`src/mpt_pkg.sv`:
```
// Shared widths, enums, request and response structs
// Table entry views and the packed union decoding one memory word
// PLB refill record and walk result

package mpt_pkg;

    //////////////////////////////////////////////////
    // Widths
    //////////////////////////////////////////////////

    // Supervisor physical address
    localparam int unsigned SPA_WIDTH         = 32;
    localparam int unsigned PAGE_OFFSET_WIDTH = 12;
    // Index bits taken from the address per level
    localparam int unsigned LEVEL_IDX_WIDTH   = 10;
    localparam int unsigned PPN_WIDTH         = 20;
    localparam int unsigned SDID_WIDTH        = 8;
    // Table entry and memory data
    localparam int unsigned MPTE_WIDTH        = 32;
    // Fixed by the entry formats below
    localparam int unsigned NUM_LEVELS        = 2;

    // Reserved fields fill whatever the entry views leave over
    localparam int unsigned PTR_RSVD_WIDTH  = MPTE_WIDTH - 2 - PPN_WIDTH;
    localparam int unsigned LEAF_RSVD_WIDTH = MPTE_WIDTH - 2 - 3;

    //////////////////////////////////////////////////
    // Enums
    //////////////////////////////////////////////////

    typedef enum logic [1:0] {
        READ    = 2'd0,
        WRITE   = 2'd1,
        EXECUTE = 2'd2
    } mpt_access_e;

    typedef enum logic [1:0] {
        NO_ERROR        = 2'd0,
        ENTRY_NOT_VALID = 2'd1,
        RESERVED_SET    = 2'd2,
        LEAF_MISSING    = 2'd3
    } page_format_fault_e;

    //////////////////////////////////////////////////
    // Request and response
    //////////////////////////////////////////////////

    // Domain and table root, as held in the CSR
    typedef struct packed {
        logic [SDID_WIDTH-1:0] sdid;
        logic [PPN_WIDTH-1:0]  ppn;
    } mmpt_reg_t;

    typedef struct packed {
        logic [SPA_WIDTH-1:0] spa;
        mmpt_reg_t            mmpt;
        mpt_access_e          access_type;
    } mptw_req_t;

    typedef struct packed {
        logic               access_fault;
        page_format_fault_e format_error;
    } mptw_rsp_t;

    typedef struct packed {
        logic r;
        logic w;
        logic x;
    } mpt_perm_t;

    //////////////////////////////////////////////////
    // Table entry
    //////////////////////////////////////////////////

    // Non-leaf view, leaf bit is 0
    typedef struct packed {
        logic                      valid;
        logic                      leaf;
        logic [PTR_RSVD_WIDTH-1:0] reserved;
        logic [PPN_WIDTH-1:0]      ppn;
    } mpte_ptr_t;

    // Leaf view, leaf bit is 1
    typedef struct packed {
        logic                       valid;
        logic                       leaf;
        mpt_perm_t                  perm;
        logic [LEAF_RSVD_WIDTH-1:0] reserved;
    } mpte_leaf_t;

    // Valid and leaf sit at the same place in both views
    typedef union packed {
        mpte_ptr_t  ptr;
        mpte_leaf_t leaf;
    } mpte_u;

    //////////////////////////////////////////////////
    // Internal records
    //////////////////////////////////////////////////

    typedef struct packed {
        mpt_perm_t          perm;
        page_format_fault_e format_error;
    } walk_result_t;

    // Tag is sdid plus page number
    typedef struct packed {
        logic [SDID_WIDTH-1:0] sdid;
        logic [PPN_WIDTH-1:0]  vpn;
        mpt_perm_t             perm;
    } plb_fill_t;

endpackage : mpt_pkg

```
`src/plb_cache.sv`:
```
// Fully associative protection lookaside buffer
// Registered tag compare, round-robin refill, flush of all entries

`timescale 1ns/1ps

module plb_cache #(
    parameter int unsigned PLB_ENTRIES = 4
) (
    input  logic               clk_i,
    input  logic               rst_i,
    input  logic               flush_i,

    // Lookup from the merger
    input  logic               lookup_start_i,
    input  mpt_pkg::mptw_req_t lookup_req_i,
    output logic               plb_hit_o,
    output mpt_pkg::mpt_perm_t plb_perm_o,

    // Refill after a clean walk
    input  logic               fill_valid_i,
    input  mpt_pkg::plb_fill_t fill_i
);

    // Pointer stays one bit wide for a single entry
    localparam int unsigned PTR_WIDTH = (PLB_ENTRIES > 1) ? $clog2(PLB_ENTRIES) : 1;
    localparam logic [PTR_WIDTH-1:0] LAST_PTR = PTR_WIDTH'(PLB_ENTRIES - 1);

    logic [PLB_ENTRIES-1:0]  valid_q;
    mpt_pkg::plb_fill_t      entry_q [PLB_ENTRIES];
    logic [PTR_WIDTH-1:0]    rr_ptr_q;

    logic [mpt_pkg::PPN_WIDTH-1:0] lookup_vpn;
    logic                          lookup_hit;
    mpt_pkg::mpt_perm_t            lookup_perm;

    //////////////////////////////////////////////////
    // Tag compare
    //////////////////////////////////////////////////

    assign lookup_vpn = lookup_req_i.spa[mpt_pkg::SPA_WIDTH-1:mpt_pkg::PAGE_OFFSET_WIDTH];

    // First matching entry wins, refill only follows a miss
    always_comb begin
        lookup_hit  = 1'b0;
        lookup_perm = '0;
        for (int i = 0; i < PLB_ENTRIES; i++) begin
            if (!lookup_hit && valid_q[i] &&
                entry_q[i].sdid == lookup_req_i.mmpt.sdid &&
                entry_q[i].vpn == lookup_vpn) begin
                lookup_hit  = 1'b1;
                lookup_perm = entry_q[i].perm;
            end
        end
    end

    // Result one cycle after lookup_start
    always_ff @(posedge clk_i) begin
        if (rst_i) begin
            plb_hit_o <= 1'b0;
        end else begin
            plb_hit_o <= lookup_start_i && lookup_hit;
        end
    end

    always_ff @(posedge clk_i) begin
        if (lookup_start_i) begin
            plb_perm_o <= lookup_perm;
        end
    end

    //////////////////////////////////////////////////
    // Refill and flush
    //////////////////////////////////////////////////

    // Flush beats a fill in the same cycle
    always_ff @(posedge clk_i) begin
        if (rst_i) begin
            valid_q  <= '0;
            rr_ptr_q <= '0;
        end else if (flush_i) begin
            valid_q  <= '0;
        end else if (fill_valid_i) begin
            valid_q[rr_ptr_q] <= 1'b1;
            // Wrap at the last entry
            rr_ptr_q <= (rr_ptr_q == LAST_PTR) ? '0 : rr_ptr_q + 1'b1;
        end
    end

    always_ff @(posedge clk_i) begin
        if (fill_valid_i && !flush_i) begin
            entry_q[rr_ptr_q] <= fill_i;
        end
    end

endmodule : plb_cache

```
`src/mpt_table_walker.sv`:
```
// Two-level memory protection table walker
// One four-phase read per level, entry decode and format checks

`timescale 1ns/1ps

module mpt_table_walker (
    input  logic                          clk_i,
    input  logic                          rst_i,

    // Control from the merger
    input  logic                          lookup_start_i,
    input  mpt_pkg::mptw_req_t            lookup_req_i,
    input  logic                          walk_abort_i,
    output logic                          walk_idle_o,
    output logic                          walk_done_o,
    output mpt_pkg::walk_result_t         walk_result_o,

    // Memory read port
    output logic                          mem_req_o,
    output logic [mpt_pkg::SPA_WIDTH-1:0] mem_addr_o,
    input  logic                          mem_ack_i,
    input  mpt_pkg::mpte_u                mem_rdata_i
);

    localparam int unsigned LEVEL_WIDTH = $clog2(mpt_pkg::NUM_LEVELS);
    localparam logic [LEVEL_WIDTH-1:0] LAST_LEVEL = LEVEL_WIDTH'(mpt_pkg::NUM_LEVELS - 1);
    // Zero bits below the index in an entry address
    localparam int unsigned ENTRY_LSB =
        mpt_pkg::SPA_WIDTH - mpt_pkg::PPN_WIDTH - mpt_pkg::LEVEL_IDX_WIDTH;

    typedef enum logic [1:0] {
        W_IDLE,
        W_REQ,
        W_RELEASE
    } walk_state_e;

    walk_state_e                         state_q;
    logic [LEVEL_WIDTH-1:0]              level_q;
    logic [mpt_pkg::SPA_WIDTH-1:0]       spa_q;
    logic [mpt_pkg::PPN_WIDTH-1:0]       ppn_q;
    logic                                abort_q;
    logic                                last_q;
    logic                                done_q;
    mpt_pkg::walk_result_t               result_q;

    logic [mpt_pkg::LEVEL_IDX_WIDTH-1:0] level_idx;
    logic                                entry_last;
    mpt_pkg::walk_result_t               entry_result;

    //////////////////////////////////////////////////
    // Entry address
    //////////////////////////////////////////////////

    // Level 0 takes the top index bits, level 1 the next ones
    assign level_idx = (level_q == '0) ?
        spa_q[mpt_pkg::SPA_WIDTH-1 -: mpt_pkg::LEVEL_IDX_WIDTH] :
        spa_q[mpt_pkg::SPA_WIDTH-mpt_pkg::LEVEL_IDX_WIDTH-1 -: mpt_pkg::LEVEL_IDX_WIDTH];

    assign mem_addr_o = {ppn_q, level_idx, {ENTRY_LSB{1'b0}}};
    assign mem_req_o  = (state_q == W_REQ);

    //////////////////////////////////////////////////
    // Entry decode
    //////////////////////////////////////////////////

    // Leaf bit picks the view, reserved bits checked in that view only
    always_comb begin
        entry_last                = 1'b1;
        entry_result.perm         = '0;
        entry_result.format_error = mpt_pkg::NO_ERROR;
        if (!mem_rdata_i.ptr.valid) begin
            entry_result.format_error = mpt_pkg::ENTRY_NOT_VALID;
        end else if (mem_rdata_i.ptr.leaf) begin
            // Leaf at level 0 is a superpage
            if (mem_rdata_i.leaf.reserved != '0) begin
                entry_result.format_error = mpt_pkg::RESERVED_SET;
            end else begin
                entry_result.perm = mem_rdata_i.leaf.perm;
            end
        end else if (mem_rdata_i.ptr.reserved != '0) begin
            entry_result.format_error = mpt_pkg::RESERVED_SET;
        end else if (level_q == LAST_LEVEL) begin
            entry_result.format_error = mpt_pkg::LEAF_MISSING;
        end else begin
            // Valid pointer, descend
            entry_last = 1'b0;
        end
    end

    //////////////////////////////////////////////////
    // Walk FSM
    //////////////////////////////////////////////////

    always_ff @(posedge clk_i) begin
        if (rst_i) begin
            state_q <= W_IDLE;
            level_q <= '0;
            abort_q <= 1'b0;
            last_q  <= 1'b0;
            done_q  <= 1'b0;
        end else begin
            done_q <= 1'b0;
            // Abort is kept until the open exchange is over
            if (walk_abort_i) begin
                abort_q <= 1'b1;
            end
            case (state_q)
                W_IDLE: begin
                    if (lookup_start_i) begin
                        state_q <= W_REQ;
                        level_q <= '0;
                        abort_q <= 1'b0;
                    end
                end
                W_REQ: begin
                    if (mem_ack_i) begin
                        state_q <= W_RELEASE;
                        last_q  <= entry_last;
                    end
                end
                W_RELEASE: begin
                    // Wait for ack low before the next read
                    if (!mem_ack_i) begin
                        if (abort_q || walk_abort_i) begin
                            state_q <= W_IDLE;
                        end else if (last_q) begin
                            state_q <= W_IDLE;
                            done_q  <= 1'b1;
                        end else begin
                            state_q <= W_REQ;
                            level_q <= level_q + 1'b1;
                        end
                    end
                end
                default: state_q <= W_IDLE;
            endcase
        end
    end

    // Request fields and decoded entry
    always_ff @(posedge clk_i) begin
        if (state_q == W_IDLE && lookup_start_i) begin
            spa_q <= lookup_req_i.spa;
            ppn_q <= lookup_req_i.mmpt.ppn;
        end else if (state_q == W_REQ && mem_ack_i) begin
            result_q <= entry_result;
            ppn_q    <= mem_rdata_i.ptr.ppn;
        end
    end

    assign walk_idle_o   = (state_q == W_IDLE);
    assign walk_done_o   = done_q;
    assign walk_result_o = result_q;

endmodule : mpt_table_walker

```
`src/mpt_result_merge.sv`:
```
// Request handshake and result selection between PLB and walker
// Permission check and PLB refill after a clean walk

`timescale 1ns/1ps

module mpt_result_merge (
    input  logic                  clk_i,
    input  logic                  rst_i,

    // Four-phase request port
    input  logic                  req_i,
    input  mpt_pkg::mptw_req_t    req_data_i,
    output logic                  ack_o,
    output mpt_pkg::mptw_rsp_t    rsp_o,

    // Lookup issue
    output logic                  lookup_start_o,
    output mpt_pkg::mptw_req_t    lookup_req_o,
    input  logic                  plb_hit_i,
    input  mpt_pkg::mpt_perm_t    plb_perm_i,

    // Walker side
    output logic                  walk_abort_o,
    input  logic                  walk_idle_i,
    input  logic                  walk_done_i,
    input  mpt_pkg::walk_result_t walk_result_i,

    // PLB refill
    output logic                  plb_fill_valid_o,
    output mpt_pkg::plb_fill_t    plb_fill_o
);

    typedef enum logic [2:0] {
        M_IDLE,
        M_START,
        M_LOOKUP,
        M_ABORT,
        M_WALK,
        M_ACK
    } merge_state_e;

    merge_state_e          state_q;
    mpt_pkg::mptw_req_t    req_q;
    mpt_pkg::walk_result_t res_q;
    logic                  fill_q;

    // Fault only for a well-formed table
    function automatic mpt_pkg::mptw_rsp_t check_access(
        mpt_pkg::walk_result_t res,
        mpt_pkg::mpt_access_e  access
    );
        mpt_pkg::mptw_rsp_t rsp;
        logic               allowed;
        case (access)
            mpt_pkg::READ:    allowed = res.perm.r;
            mpt_pkg::WRITE:   allowed = res.perm.w;
            mpt_pkg::EXECUTE: allowed = res.perm.x;
            default:          allowed = 1'b0;
        endcase
        rsp.format_error = res.format_error;
        rsp.access_fault = (res.format_error == mpt_pkg::NO_ERROR) && !allowed;
        return rsp;
    endfunction

    //////////////////////////////////////////////////
    // Merge FSM
    //////////////////////////////////////////////////

    always_ff @(posedge clk_i) begin
        if (rst_i) begin
            state_q <= M_IDLE;
            fill_q  <= 1'b0;
        end else begin
            fill_q <= 1'b0;
            case (state_q)
                // Wait for a straggling aborted walk
                M_IDLE:   if (req_i && walk_idle_i) state_q <= M_START;
                M_START:  state_q <= M_LOOKUP;
                M_LOOKUP: state_q <= plb_hit_i ? M_ABORT : M_WALK;
                M_ABORT:  state_q <= M_ACK;
                M_WALK: begin
                    if (walk_done_i) begin
                        state_q <= M_ACK;
                        // Format errors never reach the PLB
                        fill_q  <= (walk_result_i.format_error == mpt_pkg::NO_ERROR);
                    end
                end
                // Hold until the requester lets go
                M_ACK:    if (!req_i) state_q <= M_IDLE;
                default:  state_q <= M_IDLE;
            endcase
        end
    end

    // Latched request and selected result
    always_ff @(posedge clk_i) begin
        if (state_q == M_IDLE && req_i && walk_idle_i) begin
            req_q <= req_data_i;
        end
        if (state_q == M_LOOKUP && plb_hit_i) begin
            res_q.perm         <= plb_perm_i;
            res_q.format_error <= mpt_pkg::NO_ERROR;
        end else if (state_q == M_WALK && walk_done_i) begin
            res_q <= walk_result_i;
        end
    end

    //////////////////////////////////////////////////
    // Outputs
    //////////////////////////////////////////////////

    // Same request to the PLB and the walker
    assign lookup_start_o = (state_q == M_START);
    assign lookup_req_o   = req_q;

    // One-cycle abort pulse on a hit
    assign walk_abort_o = (state_q == M_ABORT);

    assign ack_o = (state_q == M_ACK);
    assign rsp_o = check_access(res_q, req_q.access_type);

    assign plb_fill_valid_o = fill_q;
    assign plb_fill_o.sdid  = req_q.mmpt.sdid;
    assign plb_fill_o.vpn   = req_q.spa[mpt_pkg::SPA_WIDTH-1:mpt_pkg::PAGE_OFFSET_WIDTH];
    assign plb_fill_o.perm  = res_q.perm;

endmodule : mpt_result_merge

```
`src/mptw_top.sv`:
```
// Memory protection table walker top level
// PLB, two-level walker and result merger

`timescale 1ns/1ps

module mptw_top #(
    parameter int unsigned PLB_ENTRIES = 4
) (
    input  logic                          clk_i,
    input  logic                          rst_i,
    input  logic                          flush_i,

    // Request port
    input  logic                          req_i,
    input  mpt_pkg::mptw_req_t            req_data_i,
    output logic                          ack_o,
    output mpt_pkg::mptw_rsp_t            rsp_o,

    // Memory port
    output logic                          mem_req_o,
    output logic [mpt_pkg::SPA_WIDTH-1:0] mem_addr_o,
    input  logic                          mem_ack_i,
    input  mpt_pkg::mpte_u                mem_rdata_i
);

    //////////////////////////////////////////////////
    // Internal wires
    //////////////////////////////////////////////////

    logic                  lookup_start;
    mpt_pkg::mptw_req_t    lookup_req;
    logic                  plb_hit;
    mpt_pkg::mpt_perm_t    plb_perm;
    logic                  walk_abort;
    logic                  walk_idle;
    logic                  walk_done;
    mpt_pkg::walk_result_t walk_result;
    logic                  plb_fill_valid;
    mpt_pkg::plb_fill_t    plb_fill;

    // Permission cache
    plb_cache #(
        .PLB_ENTRIES    ( PLB_ENTRIES    )
    ) plb_cache_u (
        .clk_i          ( clk_i          ),
        .rst_i          ( rst_i          ),
        .flush_i        ( flush_i        ),
        .lookup_start_i ( lookup_start   ),
        .lookup_req_i   ( lookup_req     ),
        .plb_hit_o      ( plb_hit        ),
        .plb_perm_o     ( plb_perm       ),
        .fill_valid_i   ( plb_fill_valid ),
        .fill_i         ( plb_fill       )
    );

    // Table walk in parallel with the lookup
    mpt_table_walker walker_u (
        .clk_i          ( clk_i          ),
        .rst_i          ( rst_i          ),
        .lookup_start_i ( lookup_start   ),
        .lookup_req_i   ( lookup_req     ),
        .walk_abort_i   ( walk_abort     ),
        .walk_idle_o    ( walk_idle      ),
        .walk_done_o    ( walk_done      ),
        .walk_result_o  ( walk_result    ),
        .mem_req_o      ( mem_req_o      ),
        .mem_addr_o     ( mem_addr_o     ),
        .mem_ack_i      ( mem_ack_i      ),
        .mem_rdata_i    ( mem_rdata_i    )
    );

    // Handshake, result choice and refill
    mpt_result_merge merge_u (
        .clk_i            ( clk_i          ),
        .rst_i            ( rst_i          ),
        .req_i            ( req_i          ),
        .req_data_i       ( req_data_i     ),
        .ack_o            ( ack_o          ),
        .rsp_o            ( rsp_o          ),
        .lookup_start_o   ( lookup_start   ),
        .lookup_req_o     ( lookup_req     ),
        .plb_hit_i        ( plb_hit        ),
        .plb_perm_i       ( plb_perm       ),
        .walk_abort_o     ( walk_abort     ),
        .walk_idle_i      ( walk_idle      ),
        .walk_done_i      ( walk_done      ),
        .walk_result_i    ( walk_result    ),
        .plb_fill_valid_o ( plb_fill_valid ),
        .plb_fill_o       ( plb_fill       )
    );

endmodule : mptw_top

```
`config.mk`:
```
export PLATFORM = sky130hd
export DESIGN_NAME = mptw_top
export DESIGN_NICKNAME = d
export VERILOG_FILES = /design/src/mpt_pkg.sv /design/src/plb_cache.sv /design/src/mpt_table_walker.sv /design/src/mpt_result_merge.sv /design/src/mptw_top.sv
export SDC_FILE = /design/constraint.sdc
export NUM_CORES = 1
export LEC_CHECK = 0
export BUFFER_PORTS_ARGS = -buffer_cell sky130_fd_sc_hd__buf_4
export CORE_MARGIN = 3
export CORE_UTILIZATION = 45
export CTS_BUF_LIST = sky130_fd_sc_hd__clkbuf_4
export DETAILED_ROUTE_END_ITERATION = 10
export PLACE_DENSITY_LB_ADDON = 0.15
export SYNTH_ARGS = -nofsm -noshare
export SYNTH_HDL_FRONTEND = slang
export SYNTH_SLANG_ARGS = --single-unit
```
`constraint.sdc`:
```
create_clock -name clk_i -period 8.85 [get_ports clk_i]
set_clock_uncertainty 0.05 [all_clocks]
set_input_delay 0.4425 -clock clk_i [delete_from_list [all_inputs] [get_ports clk_i]]
set_output_delay 0.4425 -clock clk_i [all_outputs]
set_load 0.02 [all_outputs]
```
=== Word level (Yosys, flattened, before mapping) ===
Memories as Yosys holds them, arrays and structs flattened.
Cells that the tools add are included.

* Memories: 1
* Word-level logic and storage cells: 161
* Bits of input ports: 99
* Register bits after elaboration: 144
* Output and inout bits: 37
* Bits in writable memories: 124

* Equal/unequal tests: 26
* Bitwise logic cells: 8
* $add $sub $neg: 2
* Reduce and logical (&&, ||, !) cells: 48
* Multiplexer cells: 47
* Order comparisons: 2

{| class="wikitable"
|+ Memories
! memory !! depth !! bits a word !! rd ports !! clocked after memory_dff !! wr ports !! line !! source
|-
| plb_cache_u.entry_q || 4 || 31 || 4 || 0 || 1 || plb_cache.sv:29 || <nowiki>mpt_pkg::plb_fill_t entry_q [PLB_ENTRIES];</nowiki>
|}

{| class="wikitable"
|+ Operators with widths
! cell !! count
|-
| 20-bit == test || 4
|-
| 20-bit 2-to-1 mux || 2
|-
| 8-bit == test || 4
|-
| 27-bit nonzero test || 1
|-
| 3-bit 2-to-1 mux || 8
|-
| 1-bit logical AND || 22
|-
| 1-bit 2-to-1 mux || 20
|-
| 2-bit 2-to-1 mux || 9
|-
| 3-bit one-hot mux with 6 select lines || 1
|-
| 2-bit != test, second input constant || 6
|-
| 10-bit 2-to-1 mux || 1
|-
| 5-bit 2-to-1 mux || 2
|-
| 10-bit nonzero test || 1
|-
| 2-bit logical NOT || 4
|-
| 1-bit NOT || 7
|-
| 2-bit == test, second input constant || 3
|-
| 3-bit by 2-bit == test with 1-bit output, second input constant || 2
|-
| 3-bit == test, second input constant || 2
|-
| 2-bit one-hot mux with 3 select lines || 1
|-
| 2-bit AND reduction || 3
|-
| 3-bit AND reduction || 2
|-
| 2-bit nonzero test || 3
|-
| 3-bit OR reduction || 2
|-
| 1-bit logical NOT || 5
|-
| 16 further kinds || 18
|}

=== Longest topological paths before layout ===
Gate-level depths: netlist of run 1.
An unclocked memory read counts as a cell.

* Depth after elaboration: 21
* Gate-level depth with buffers: 7
* Depth with buffers taken out: 6

=== Modules after synthesis ===
Synthesis of run 1 repeated with hierarchy kept, for this count alone.

* Cells, all modules: 618
* Area total of the unflattened synthesis: 10249.8 µm²

{| class="wikitable"
|+ By module, submodules not included
! module !! instances !! area each (µm²) !! sequential area each (µm²) !! cells each
|-
| plb_cache || 1 || 5536.6 || 3953.8 || 340
|-
| mpt_result_merge || 1 || 2561.2 || 2072.0 || 139
|-
| mpt_table_walker || 1 || 2152.1 || 1471.4 || 139
|}

=== Least setup slack after synthesis of run 1 ===
No wires, ideal clock.

* Path kind: flip-flop to flip-flop
* Start point: reg walker_u.state_q[1]
* End point: reg merge_u.req_q, in the netlist merge_u.lookup_req_o[0] (enable)
* Arrival: 5390 ps
* Setup slack: 2829 ps
* Setup time: 581 ps
* Period minus slack after synthesis: 6021 ps
* Cell stages (with the launch flop): 5
* Data required time: 8219 ps
* Buffers on the path: 1
* Path through: dfxtp_1 > clkbuf_1 > nor2_1 > nand2_1 > nor4_1

* Cells in the longest elaborated chain, start to end: 2

{| class="wikitable"
|+ Ends and longest elaborated chain
! what !! line !! source
|-
| start, declared || mpt_table_walker.sv:37 || <nowiki>walk_state_e state_q;</nowiki>
|-
| start signal, assigned || mpt_table_walker.sv:96 || <nowiki>state_q <= W_IDLE;</nowiki>
|-
| start signal, assigned || mpt_table_walker.sv:110 || <nowiki>state_q <= W_REQ;</nowiki>
|-
| start signal, assigned || mpt_table_walker.sv:117 || <nowiki>state_q <= W_RELEASE;</nowiki>
|-
| 2-bit logical NOT || mpt_table_walker.sv:151 || <nowiki>assign walk_idle_o = (state_q == W_IDLE);</nowiki>
|-
| 1-bit logical AND || mpt_result_merge.sv:97 || <nowiki>if (state_q == M_IDLE && req_i && walk_idle_i) begin</nowiki>
|-
| end signal, assigned || mpt_result_merge.sv:98 || <nowiki>req_q <= req_data_i;</nowiki>
|-
| end, declared || mpt_result_merge.sv:43 || <nowiki>mpt_pkg::mptw_req_t req_q;</nowiki>
|}

No other way between the ends.
A chain may end at the register's enable or synchronous reset.

=== Worst setup path after layout of run 1 ===
* Start point: reg merge_u.state_q[0]
* End point: reg walker_u.ppn_q[12] in the netlist's numbering (enable)

* Cells in the longest elaborated chain, start to end: 3

{| class="wikitable"
|+ Ends and longest elaborated chain
! what !! line !! source
|-
| start, declared || mpt_result_merge.sv:42 || <nowiki>merge_state_e state_q;</nowiki>
|-
| start signal, assigned || mpt_result_merge.sv:79 || <nowiki>M_LOOKUP: state_q <= plb_hit_i ? M_ABORT : M_WALK;</nowiki>
|-
| 3-bit by 1-bit == test with 1-bit output || mpt_result_merge.sv:113 || <nowiki>assign lookup_start_o = (state_q == M_START);</nowiki>
|-
| 1-bit logical AND || mpt_table_walker.sv:142 || <nowiki>if (state_q == W_IDLE && lookup_start_i) begin</nowiki>
|-
| 2-bit nonzero test (no line) || - ||
|-
| end signal, assigned || mpt_table_walker.sv:144 || <nowiki>ppn_q <= lookup_req_i.mmpt.ppn;</nowiki>
|-
| end signal, assigned || mpt_table_walker.sv:147 || <nowiki>ppn_q <= mem_rdata_i.ptr.ppn;</nowiki>
|-
| end, declared || mpt_table_walker.sv:40 || <nowiki>logic [mpt_pkg::PPN_WIDTH-1:0] ppn_q;</nowiki>
|}

No other way between the ends.

==> results of run 1 <==
==> power groups by stage <==
| stage | logic (mW) | registers, mW | clock network (mW) |
|---|---|---|---|
| floorplan | 0.156 | 1.46 | 0 |
| global placement | 0.266 | 1.47 | 0 |
| detailed placement | 0.272 | 1.48 | 0 |
| CTS | 0.292 | 1.45 | 1.01 |
| global route | 0.311 | 1.46 | 1.08 |
| finish | 0.288 | 1.45 | 0.973 |
==> flip-flops by register name, indices dropped and copies added, names as in the netlist, 2 cells and up <==
name and flops:
merge_u.lookup_req_o 50, walker_u.spa_q 20, walker_u.state_q 2, walker_u.ppn_q 20, plb_cache_u.entry_q 124, plb_cache_u.rr_ptr_q 2, walker_u.walk_result_o 5, plb_cache_u.valid_q 4
plb_cache_u.plb_perm_o 3, merge_u.plb_fill_o 3, merge_u.rsp_o 2, merge_u.state_q 3
==> routing by layer <==
metal	share of wire	vias up	GRT usage
met4	0.022	0	0.0749
li1	-	2680	-
met5	0	-	0
met2	0.49	149	0.286
met3	0.047	44	0.0429
met1	0.44	2718	0.222
==> final timing paths <==
kind / startpoint / end / slack [ns]
min reg2reg: walker_u.walk_result_o[0] / merge_u.plb_fill_valid_o / 0.42
max: merge_u.state_q[0] / walker_u.ppn_q[12] / 5.52
min: mem_ack_i / walker_u.state_q[1] / 0.08
max reg2reg: merge_u.state_q[0] / walker_u.ppn_q[12] / 5.52
==> cell usage after synthesis, types with 7 or more instances <==
| cell type | count | area, sq um |
|---|---|---|
| inv_1 | 7 | 26.3 |
| dfxtp_1 | 19 | 380 |
| mux2_2 | 30 | 338 |
| nor2_1 | 28 | 105 |
| edfxtp_1 | 225 | 6760 |
| a21oi_1 | 9 | 45.0 |
| nand4_1 | 21 | 131 |
| xnor2_1 | 78 | 683 |
| nor4_1 | 19 | 119 |
| clkbuf_1 | 9 | 33.8 |
| nor3_1 | 10 | 50.1 |
| xor2_1 | 34 | 298 |
| nand2_1 | 12 | 45.0 |
==> through the flow <==
step                      cells   util  hold slack, ns  worst slack [ns]  instance area [sq um]
after global placement      959  0.526           0.412              5.55                  10800
after CTS                  1120  0.590          0.0101              5.45                  12200
after floorplan             577      -           0.369              2.83                   9600
after global routing       1121  0.591          0.0293              5.28                  12200
final                      1121  0.591          0.0834              5.52                  12200
after detailed placement    959  0.526           0.419              5.48                  10800
==> kinds of logic (layout without fill, tap and decap cells) <==
group / count (synthesis) / after routing / synth area share
flip-flops: 244 / 244 / 0.743
AND/OR/NAND/NOR: 126 / 126 / 0.0732
multiplexers: 35 / 35 / 0.0404
XOR/XNOR: 113 / 113 / 0.104
AO/OA/AOI/OAI: 30 / 30 / 0.0219
other: 1 / 3 / 0.000391
adder cells (fa/ha/maj): 4 / 4 / 0.00521
buffers and inverters: 23 / 296 / 0.0116
==> layout make-up <==
| cell class | count | area, sq um | area share |
|---|---|---|---|
| inverter | 7 | 26.3 | 0.00216 |
| clock buffer | 101 | 758 | 0.0623 |
| tap | 270 | 338 | 0.0277 |
| antenna | 1 | 2.50 | 0.000205 |
| sequential | 244 | 7140 | 0.586 |
| timing repair buffer | 180 | 1480 | 0.122 |
| clock inverter | 8 | 57.6 | 0.00473 |
| multi-input combinational | 310 | 2380 | 0.195 |
==> placed cells by master, fill, tap and decap left out, types with 2 or more instances in the layout <==
cell	n
edfxtp_1	225
mux2_2	30
a311oi_1	4
o2bb2ai_1	2
nor3_1	10
nor2_1	24
nor2_2	4
a211oi_1	2
a21oi_1	9
nand2_1	12
conb_1	2
and3_1	6
nor4_1	18
nor3b_1	6
buf_4	128
and2_1	2
nand4_1	21
nor4b_1	2
clkbuf_4	101
ha_1	4
inv_1	7
mux2i_1	5
dfxtp_1	19
or2_2	2
clkinv_1	4
nand3b_1	4
nor2b_1	3
xor2_1	34
dlygate4sd3_1	52
xnor2_1	78
nand3_1	4
inv_2	2
nand2b_1	2
o21ai_0	4
a22o_1	3
o21bai_1	2
==> repair_timing <==
item	in CTS	in global routing
endpoints found under the hold margin	55	0
setup buffers	0	0
hold buffers	52	0
==> flow_metrics.env, run 1 <==
export IMPL_synth_edf_count=225
export IMPL_max_freq_ghz=0.300
export IMPL_ys_warn_count=0
export IMPL_crit_arrival_ns=3.51
export IMPL_power_density_mw_per_mm2=223
export IMPL_synth_cells=576
export IMPL_path_class="reg2reg"
export IMPL_grt_overflow=0
export IMPL_crit_buf_inv=1
export IMPL_worstPathMaxFanout=27
export IMPL_start_util=0.465
export IMPL_ios=136
export IMPL_hold_class="in2reg"
export IMPL_die_x_um=152
export IMPL_total_power_mw=2.71
export IMPL_finalSetupTns_ns=0
export IMPL_root_buffer="clkbuf_4"
export IMPL_grt_max_degree=33
export IMPL_nFillCells=1623
export IMPL_period_needed_ns=3.33
export IMPL_status="finished, final reports clean"
export IMPL_r2r_worst_path_cells=4
export IMPL_p_int_mw=2.06
export IMPL_antenna_found_initial=1
export IMPL_layout_drive_gt1_share=0.325
export IMPL_die_h_um=152
export IMPL_clock_path_buffers=3
export IMPL_grt_usage=0.174
export IMPL_p_sw_mw=0.656
export IMPL_tightest_slew_ns=1.01
export IMPL_finalSetupViolCount=0
export IMPL_die_area_sq_mm=0.0231
export IMPL_crit_family="simple AND/OR/NAND/NOR gates"
export IMPL_drt_iter0_markers=301
export IMPL_gp_congestion=0.790
export IMPL_cts_tree="built"
export IMPL_synth_area_per_cell_sq_um=16.7
export IMPL_finalCritPeriodShare=0.377
export IMPL_grt_setup_unrepaired="false"
export IMPL_max_slew_margin=0.324
export IMPL_start_kind="register"
export IMPL_path_clk_slew_ns=0.06
export IMPL_hold_viol=0
export IMPL_comb_power_share=0.106
export IMPL_insertion_delay_ns=0.62
export IMPL_vdd_drop_max_uv=110
export IMPL_grt_pass1_wl_um=31700
export IMPL_swShare=0.242
export IMPL_numCtsBuffers=66
export IMPL_ant_nets=0
export IMPL_std_cell_rows=52
export IMPL_drt_first_pass_iters=4
export IMPL_detail_route_wl_per_cell_um=17.9
export IMPL_cpPeakStageDelay_ns=0.79
export IMPL_synth_ff_latch_count=244
export IMPL_h_tree_depth=3
export IMPL_cts_resized=0
export IMPL_seq_power_share=0.535
export IMPL_cp_slowest_cell="nor3_4"
export IMPL_p_leak_nw=4.26
export IMPL_drt_vias_per_instance=4.99
export IMPL_vias=5591
export IMPL_cts_num_sinks=244
export IMPL_nNetsFinal=912
export IMPL_areaGrowthSynthToFinish_pct=26.9
export IMPL_netlist_area_sq_mm=0.00960
export IMPL_drc=0
export IMPL_synth_async_reset_ratio=0
export IMPL_worstPathRequired_ns=9.03
export IMPL_yosysSeqAreaShare=0.743
export IMPL_cp_depth=4
export IMPL_drv_cap=0
export IMPL_core_area_sq_mm=0.0206
export IMPL_portBuffers=121
export IMPL_hpwl_um=12800
export IMPL_grt_pass1_vias=6061
export IMPL_synth_cell_types=45
export IMPL_crit_chain="or3b_2 > nor3_4 > buf_4 > or2_2"
export IMPL_hold_depth=2
export IMPL_cp_end_kind="register"
export IMPL_clkPwrFrac=0.359
export IMPL_drv_slew=0
export IMPL_synthFlopType="edfxtp_1"
export IMPL_routed_wl_um=20100
(Power assumes the default switching activity.)
==> inputs of run 2 (changes only) <==
clock period = 2.8 ns   (was 8.85 ns; I/O delays follow)
==> run 2 against run 1 <==
Against the previous run: non-clock buffer count is 49 higher; register-to-register slack worse by 5.2 ns; critical path depth is 2 higher; sequential power grew to 3.1 times the previous value; final cell count is 4.0% higher; via count is 3.7% higher; highest routed layer unchanged; core utilization is 2.4 points higher; critical endpoint is now plb_cache_u.plb_perm_o[1]; clock power grew to 3.3 times the previous value; critical path type unchanged.
==> flow_metrics.env, run 2 (same netlist as run 1, synthesis figures left out) <==
export IMPL_ant_nets=0
export IMPL_finalCritPeriodShare=0.902
export IMPL_worstPathRequired_ns=3.21
export IMPL_layout_drive_gt1_share=0.330
export IMPL_p_leak_nw=4.48
export IMPL_max_freq_ghz=0.396
export IMPL_clock_path_buffers=3
export IMPL_met1_usage=0.234
export IMPL_total_power_mw=8.81
export IMPL_grt_pass1_wl_um=33000
export IMPL_cp_end_kind="register"
export IMPL_finalSetupViolCount=0
export IMPL_cts_tree="built"
export IMPL_die_area_sq_mm=0.0231
export IMPL_nFillCells=1552
export IMPL_nNetsFinal=961
export IMPL_routed_wl_um=21200
export IMPL_hpwl_um=13400
export IMPL_ios=136
export IMPL_hold_class="in2reg"
export IMPL_detail_route_wl_per_cell_um=18.1
export IMPL_gr_usage_met2=0.298
export IMPL_final_cell_mix="edfxtp_1, buf_4, clkbuf_4"
export IMPL_portBuffers=121
export IMPL_hold_depth=5
export IMPL_drv_cap=0
export IMPL_std_cell_rows=52
export IMPL_cts_setup_buffers=0
export IMPL_start_util=0.465
export IMPL_gp_congestion=0.771
export IMPL_cts_num_sinks=244
export IMPL_grt_setup_unrepaired="false"
export IMPL_h_tree_depth=3
export IMPL_areaGrowthSynthToFinish_pct=32.0
export IMPL_die_h_um=152
export IMPL_path_class="reg2reg"
export IMPL_hold_viol=0
export IMPL_largest_register_ffs=124
export IMPL_tightest_slew_ns=0.894
export IMPL_power_density_mw_per_mm2=695
export IMPL_grt_usage=0.182
export IMPL_core_area_sq_mm=0.0206
export IMPL_crit_arrival_ns=2.93
export IMPL_period_needed_ns=2.52
export IMPL_grtUsageMet3=0.0441
export IMPL_cpPeakStageDelay_ns=0.55
export IMPL_grt_pass1_vias=6206
export IMPL_critPathLaunch="merge_u.lookup_req_o[48]"
export IMPL_path_clk_slew_ns=0.06
export IMPL_r2r_worst_path_cells=6
export IMPL_finalSetupTns_ns=0
export IMPL_timing_rr_start="merge_u.lookup_req_o[48]"
export IMPL_min_from="mem_rdata_i[26]"
export IMPL_worstPathMaxFanout=9
export IMPL_status="finished, final reports clean"
export IMPL_cp_slowest_cell="edfxtp_1"
export IMPL_drt_vias_per_instance=4.97
export IMPL_final_common_cell="edfxtp_1"
export IMPL_crit_chain="xor2_1 > nor4_1 > nand4_1 > or2_4 > and4_4 > a221oi_2"
export IMPL_numCtsBuffers=66
export IMPL_vdd_drop_max_uv=369
export IMPL_antenna_found_initial=2
export IMPL_grt_overflow=0
export IMPL_top_register="plb_cache_u.entry_q"
export IMPL_vias=5800
export IMPL_rrSetupSlack_ns=0.28
export IMPL_drv_slew=0
export IMPL_max_slew_margin=0.400
export IMPL_drt_first_pass_iters=4
export IMPL_root_buffer="clkbuf_4"
export IMPL_die_x_um=152
export IMPL_start_kind="register"
export IMPL_drt_iter0_markers=357
export IMPL_grt_max_degree=36
export IMPL_insertion_delay_ns=0.64
export IMPL_grt_busiest_layer="met2"
export IMPL_drc=0
## run 2: worst max-delay path, delay by kind of cell (launching register included)
family | cells | cell delay (ns)
flip-flops | 1 | 0.55
AO/OA/AOI/OAI | 1 | 0.26
XOR/XNOR | 1 | 0.23
AND/OR/NAND/NOR | 4 | 1.25
## run 2: final cells by class
class                           count  area, sq um  area share
Timing Repair Buffer              229         1920       0.152
Tap cell                          270          338      0.0267
Inverter                            7         26.3     0.00207
Clock buffer                       97          728      0.0575
Clock inverter                      7          116     0.00919
Antenna cell                        2         5.00    0.000395
Sequential cell                   244         7140       0.563
Multi-Input combinational cell    310         2390       0.189
## run 2: per-layer routing
metal | part of all wire | wire length, um
met3 | 0.049 | 1030
met5 | 0 | 0
met1 | 0.43 | 9010
met4 | 0.023 | 486
met2 | 0.50 | 10600
## run 2: final timing paths
path	endpoint
worst min-delay path	walker_u.walk_result_o[1]
worst max register to register	plb_cache_u.plb_perm_o[1]
worst min register to register	merge_u.plb_fill_valid_o
worst max-delay path	plb_cache_u.plb_perm_o[1]
## run 2: timing repair
action | in CTS | in global routing
hold buffers | 82 | 0
hold endpoints to repair | 105 | 0
endpoints found under the setup margin | 0 | 2
gates resized for setup | 0 | 1
## run 2: power by group
| part | switching (mW) | internal, mW |
|---|---|---|
| Combinational | 0.524 | 0.517 |
| Sequential | 0.221 | 4.32 |
| Clock | 1.38 | 1.84 |
## run 2: stage by stage
step | setup WS (ns) | std cells | cell area, sq um | hold slack (ns) | util
after floorplan | 0.0445 | 577 | 9620 | 0.189 | -
after global routing | 0.102 | 1166 | 12700 | 0.0723 | 0.614
after CTS | 0.179 | 1164 | 12700 | 0.00558 | 0.614
after detailed placement | 0.191 | 978 | 11000 | 0.269 | 0.533
final | 0.276 | 1166 | 12700 | 0.0812 | 0.614
after global placement | 0.206 | 978 | 11000 | 0.268 | 0.533
==> inputs of run 3 (changes only) <==
CORE_ASPECT_RATIO = 0.8   (was not set)
==> run 3 against run 2 <==
Against the previous run: global-route usage is 0.44 points lower; critical path depth is 3 higher; combinational power hardly changed; setup slack worse by 0.18 ns; register-to-register slack worse by 0.06 ns; sequential share of layout area is 0.39 points higher; cell area is 0.69% lower; via count hardly changed; core utilization is 0.99 points lower; hold slack better by 0.043 ns.
==> flow_metrics.env, run 3 (same netlist as run 1, synthesis figures left out) <==
export IMPL_swShare=0.248
export IMPL_largest_register_ffs=124
export IMPL_routed_wl_um=20500
export IMPL_insertion_delay_ns=0.68
export IMPL_crit_family="buffers and inverters"
export IMPL_drt_first_pass_iters=6
export IMPL_dp_cells=970
export IMPL_drv_cap=0
export IMPL_start_kind="input port"
export IMPL_hold_class="in2reg"
export IMPL_grt_setup_unrepaired="false"
export IMPL_comb_power_share=0.120
export IMPL_drt_vias_per_instance=4.99
export IMPL_clkPwrFrac=0.338
export IMPL_antenna_found_initial=1
export IMPL_finalCritPeriodShare=0.966
export IMPL_final_common_cell="edfxtp_1"
export IMPL_vias=5801
export IMPL_nNetsFinal=952
export IMPL_grt_busiest_layer="met2"
export IMPL_grt_usage=0.178
export IMPL_status="finished, final reports clean"
export IMPL_areaGrowthSynthToFinish_pct=31.0
export IMPL_grt_pass1_vias=5901
export IMPL_grtUsageMet3=0.0450
export IMPL_numCtsBuffers=60
export IMPL_ant_nets=0
export IMPL_vdd_drop_max_uv=370
export IMPL_crit_arrival_ns=3.19
export IMPL_drc=0
export IMPL_power_density_mw_per_mm2=668
export IMPL_cts_num_sinks=244
export IMPL_worstPathMaxFanout=4
export IMPL_crit_buf_inv=5
export IMPL_h_tree_depth=2
export IMPL_cpPeakStageDelay_ns=0.63
export IMPL_layout_drive_gt1_share=0.308
export IMPL_cp_depth=9
export IMPL_seq_power_share=0.542
export IMPL_path_common_cell="dlygate4sd3_1"
export IMPL_final_cell_count_no_fill=1162
export IMPL_r2r_worst_path_cells=6
export IMPL_p_leak_nw=4.42
export IMPL_top_register="plb_cache_u.entry_q"
export IMPL_cp_end_kind="register"
export IMPL_post_route_util=0.604
export IMPL_hold_viol=0
export IMPL_finalSetupTns_ns=0
export IMPL_place_ws_ns=0.211
export IMPL_grt_pass1_wl_um=31600
export IMPL_p_sw_mw=2.08
export IMPL_period_needed_ns=2.71
export IMPL_final_cell_mix="edfxtp_1, buf_4, clkbuf_4, dlygate4sd3_1, xnor2_1"
export IMPL_hold_depth=2
export IMPL_finalSetupViolCount=0
export IMPL_grt_overflow=0
export IMPL_die_h_um=137
export IMPL_cp_slowest_cell="dlygate4sd3_1"
export IMPL_drv_slew=0
export IMPL_portBuffers=121
export IMPL_worstPathRequired_ns=3.29
export IMPL_drt_iter0_markers=270
export IMPL_gp_congestion=0.750
export IMPL_hpwl_um=13100
export IMPL_max_slew_margin=0.439
export IMPL_p_int_mw=6.32
export IMPL_ios=136
export IMPL_die_area_sq_mm=0.0231
export IMPL_core_area_sq_mm=0.0208
export IMPL_detail_route_wl_per_cell_um=17.6
export IMPL_clock_path_buffers=3
export IMPL_cts_tree="built"
export IMPL_crit_chain="dlygate4sd3_1 > buf_4 > nor4_2 > dlygate4sd3_1 > nand4_1 > dlygate4sd3_1 > nor2_2 > and3_1 > dlygate4sd3_1"
export IMPL_met1_usage=0.254
export IMPL_gr_usage_met2=0.269
export IMPL_grt_max_degree=37
export IMPL_setup_ws_ns=0.0939
export IMPL_start_util=0.461
export IMPL_tightest_slew_ns=0.835
export IMPL_path_class="in2reg"
export IMPL_whs_ns=0.124
export IMPL_root_buffer="clkbuf_4"
export IMPL_std_cell_rows=47
export IMPL_path_clk_slew_ns=0.08
export IMPL_die_x_um=169
export IMPL_max_freq_ghz=0.370
run 3: changes by cell type in the layout (fill, tap and decap cells not counted), moves of 3 or more:
cell | before | now
dlygate4sd3_1 | 82 | 86
clkbuf_4 | 97 | 86
clkinv_1 | 0 | 18
buf_4 | 147 | 139
clkinvlp_4 | 3 | 0
run 3: area by class of cell:
class	count	area, sq um
Timing Repair Buffer	226	1920
Multi-Input combinational cell	310	2410
Antenna cell	1	2.50
Inverter	7	26.3
Sequential cell	244	7140
Fill cell	1638	8240
Tap cell	269	337
Clock buffer	86	646
Clock inverter	19	97.6
run 3: worst paths after layout:
check / startpoint / to / slack, ns
max reg2reg: merge_u.lookup_req_o[23] / plb_cache_u.plb_perm_o[0] / 0.22
min reg2reg: walker_u.walk_result_o[0] / merge_u.plb_fill_valid_o / 0.45
min: req_data_i[21] / merge_u.lookup_req_o[21] / 0.12
max: mem_rdata_i[26] / walker_u.walk_result_o[2] / 0.09
run 3: what timing repair did:
item	in CTS	in global routing
endpoints found under the setup margin	0	5
endpoints found under the hold margin	97	0
hold buffers	86	0
gates resized for setup	0	5
setup buffers	0	0
run 3: worst reg2reg max path: stages, from the launching register on:
cell and delay (ns):
edfxtp_1 0.54, xnor2_1 0.26, nand4_1 0.24, nor4_1 0.50, nand2_1 0.25, a311oi_1 0.36
o2bb2ai_1 0.12
run 3: per-layer routing:
| layer | vias to the layer above | wire (um) |
|---|---|---|
| li1 | 2755 | - |
| met2 | 161 | 9560 |
| met3 | 25 | 1100 |
| met4 | 0 | 267 |
| met1 | 2860 | 9530 |
| met5 | - | 0 |
run 3: power groups by stage:
stage	clock [mW]	sequential [mW]	combinational, mW
2_1_floorplan	0	4.61	0.500
3_3_place_gp	0	4.62	0.913
3_5_place_dp	0	4.63	0.927
4_1_cts	2.95	4.56	1.02
5_1_grt	3.14	4.59	1.09
6_report	2.84	4.55	1.01
run 3: per-stage QoR:
step                total power, mW  instance area (sq um)
finish                         8.41                  12600
global route                   8.83                  12600
CTS                            8.53                  12600
detailed placement             5.56                  11000
global placement               5.54                  11000
floorplan                      5.11                   9620
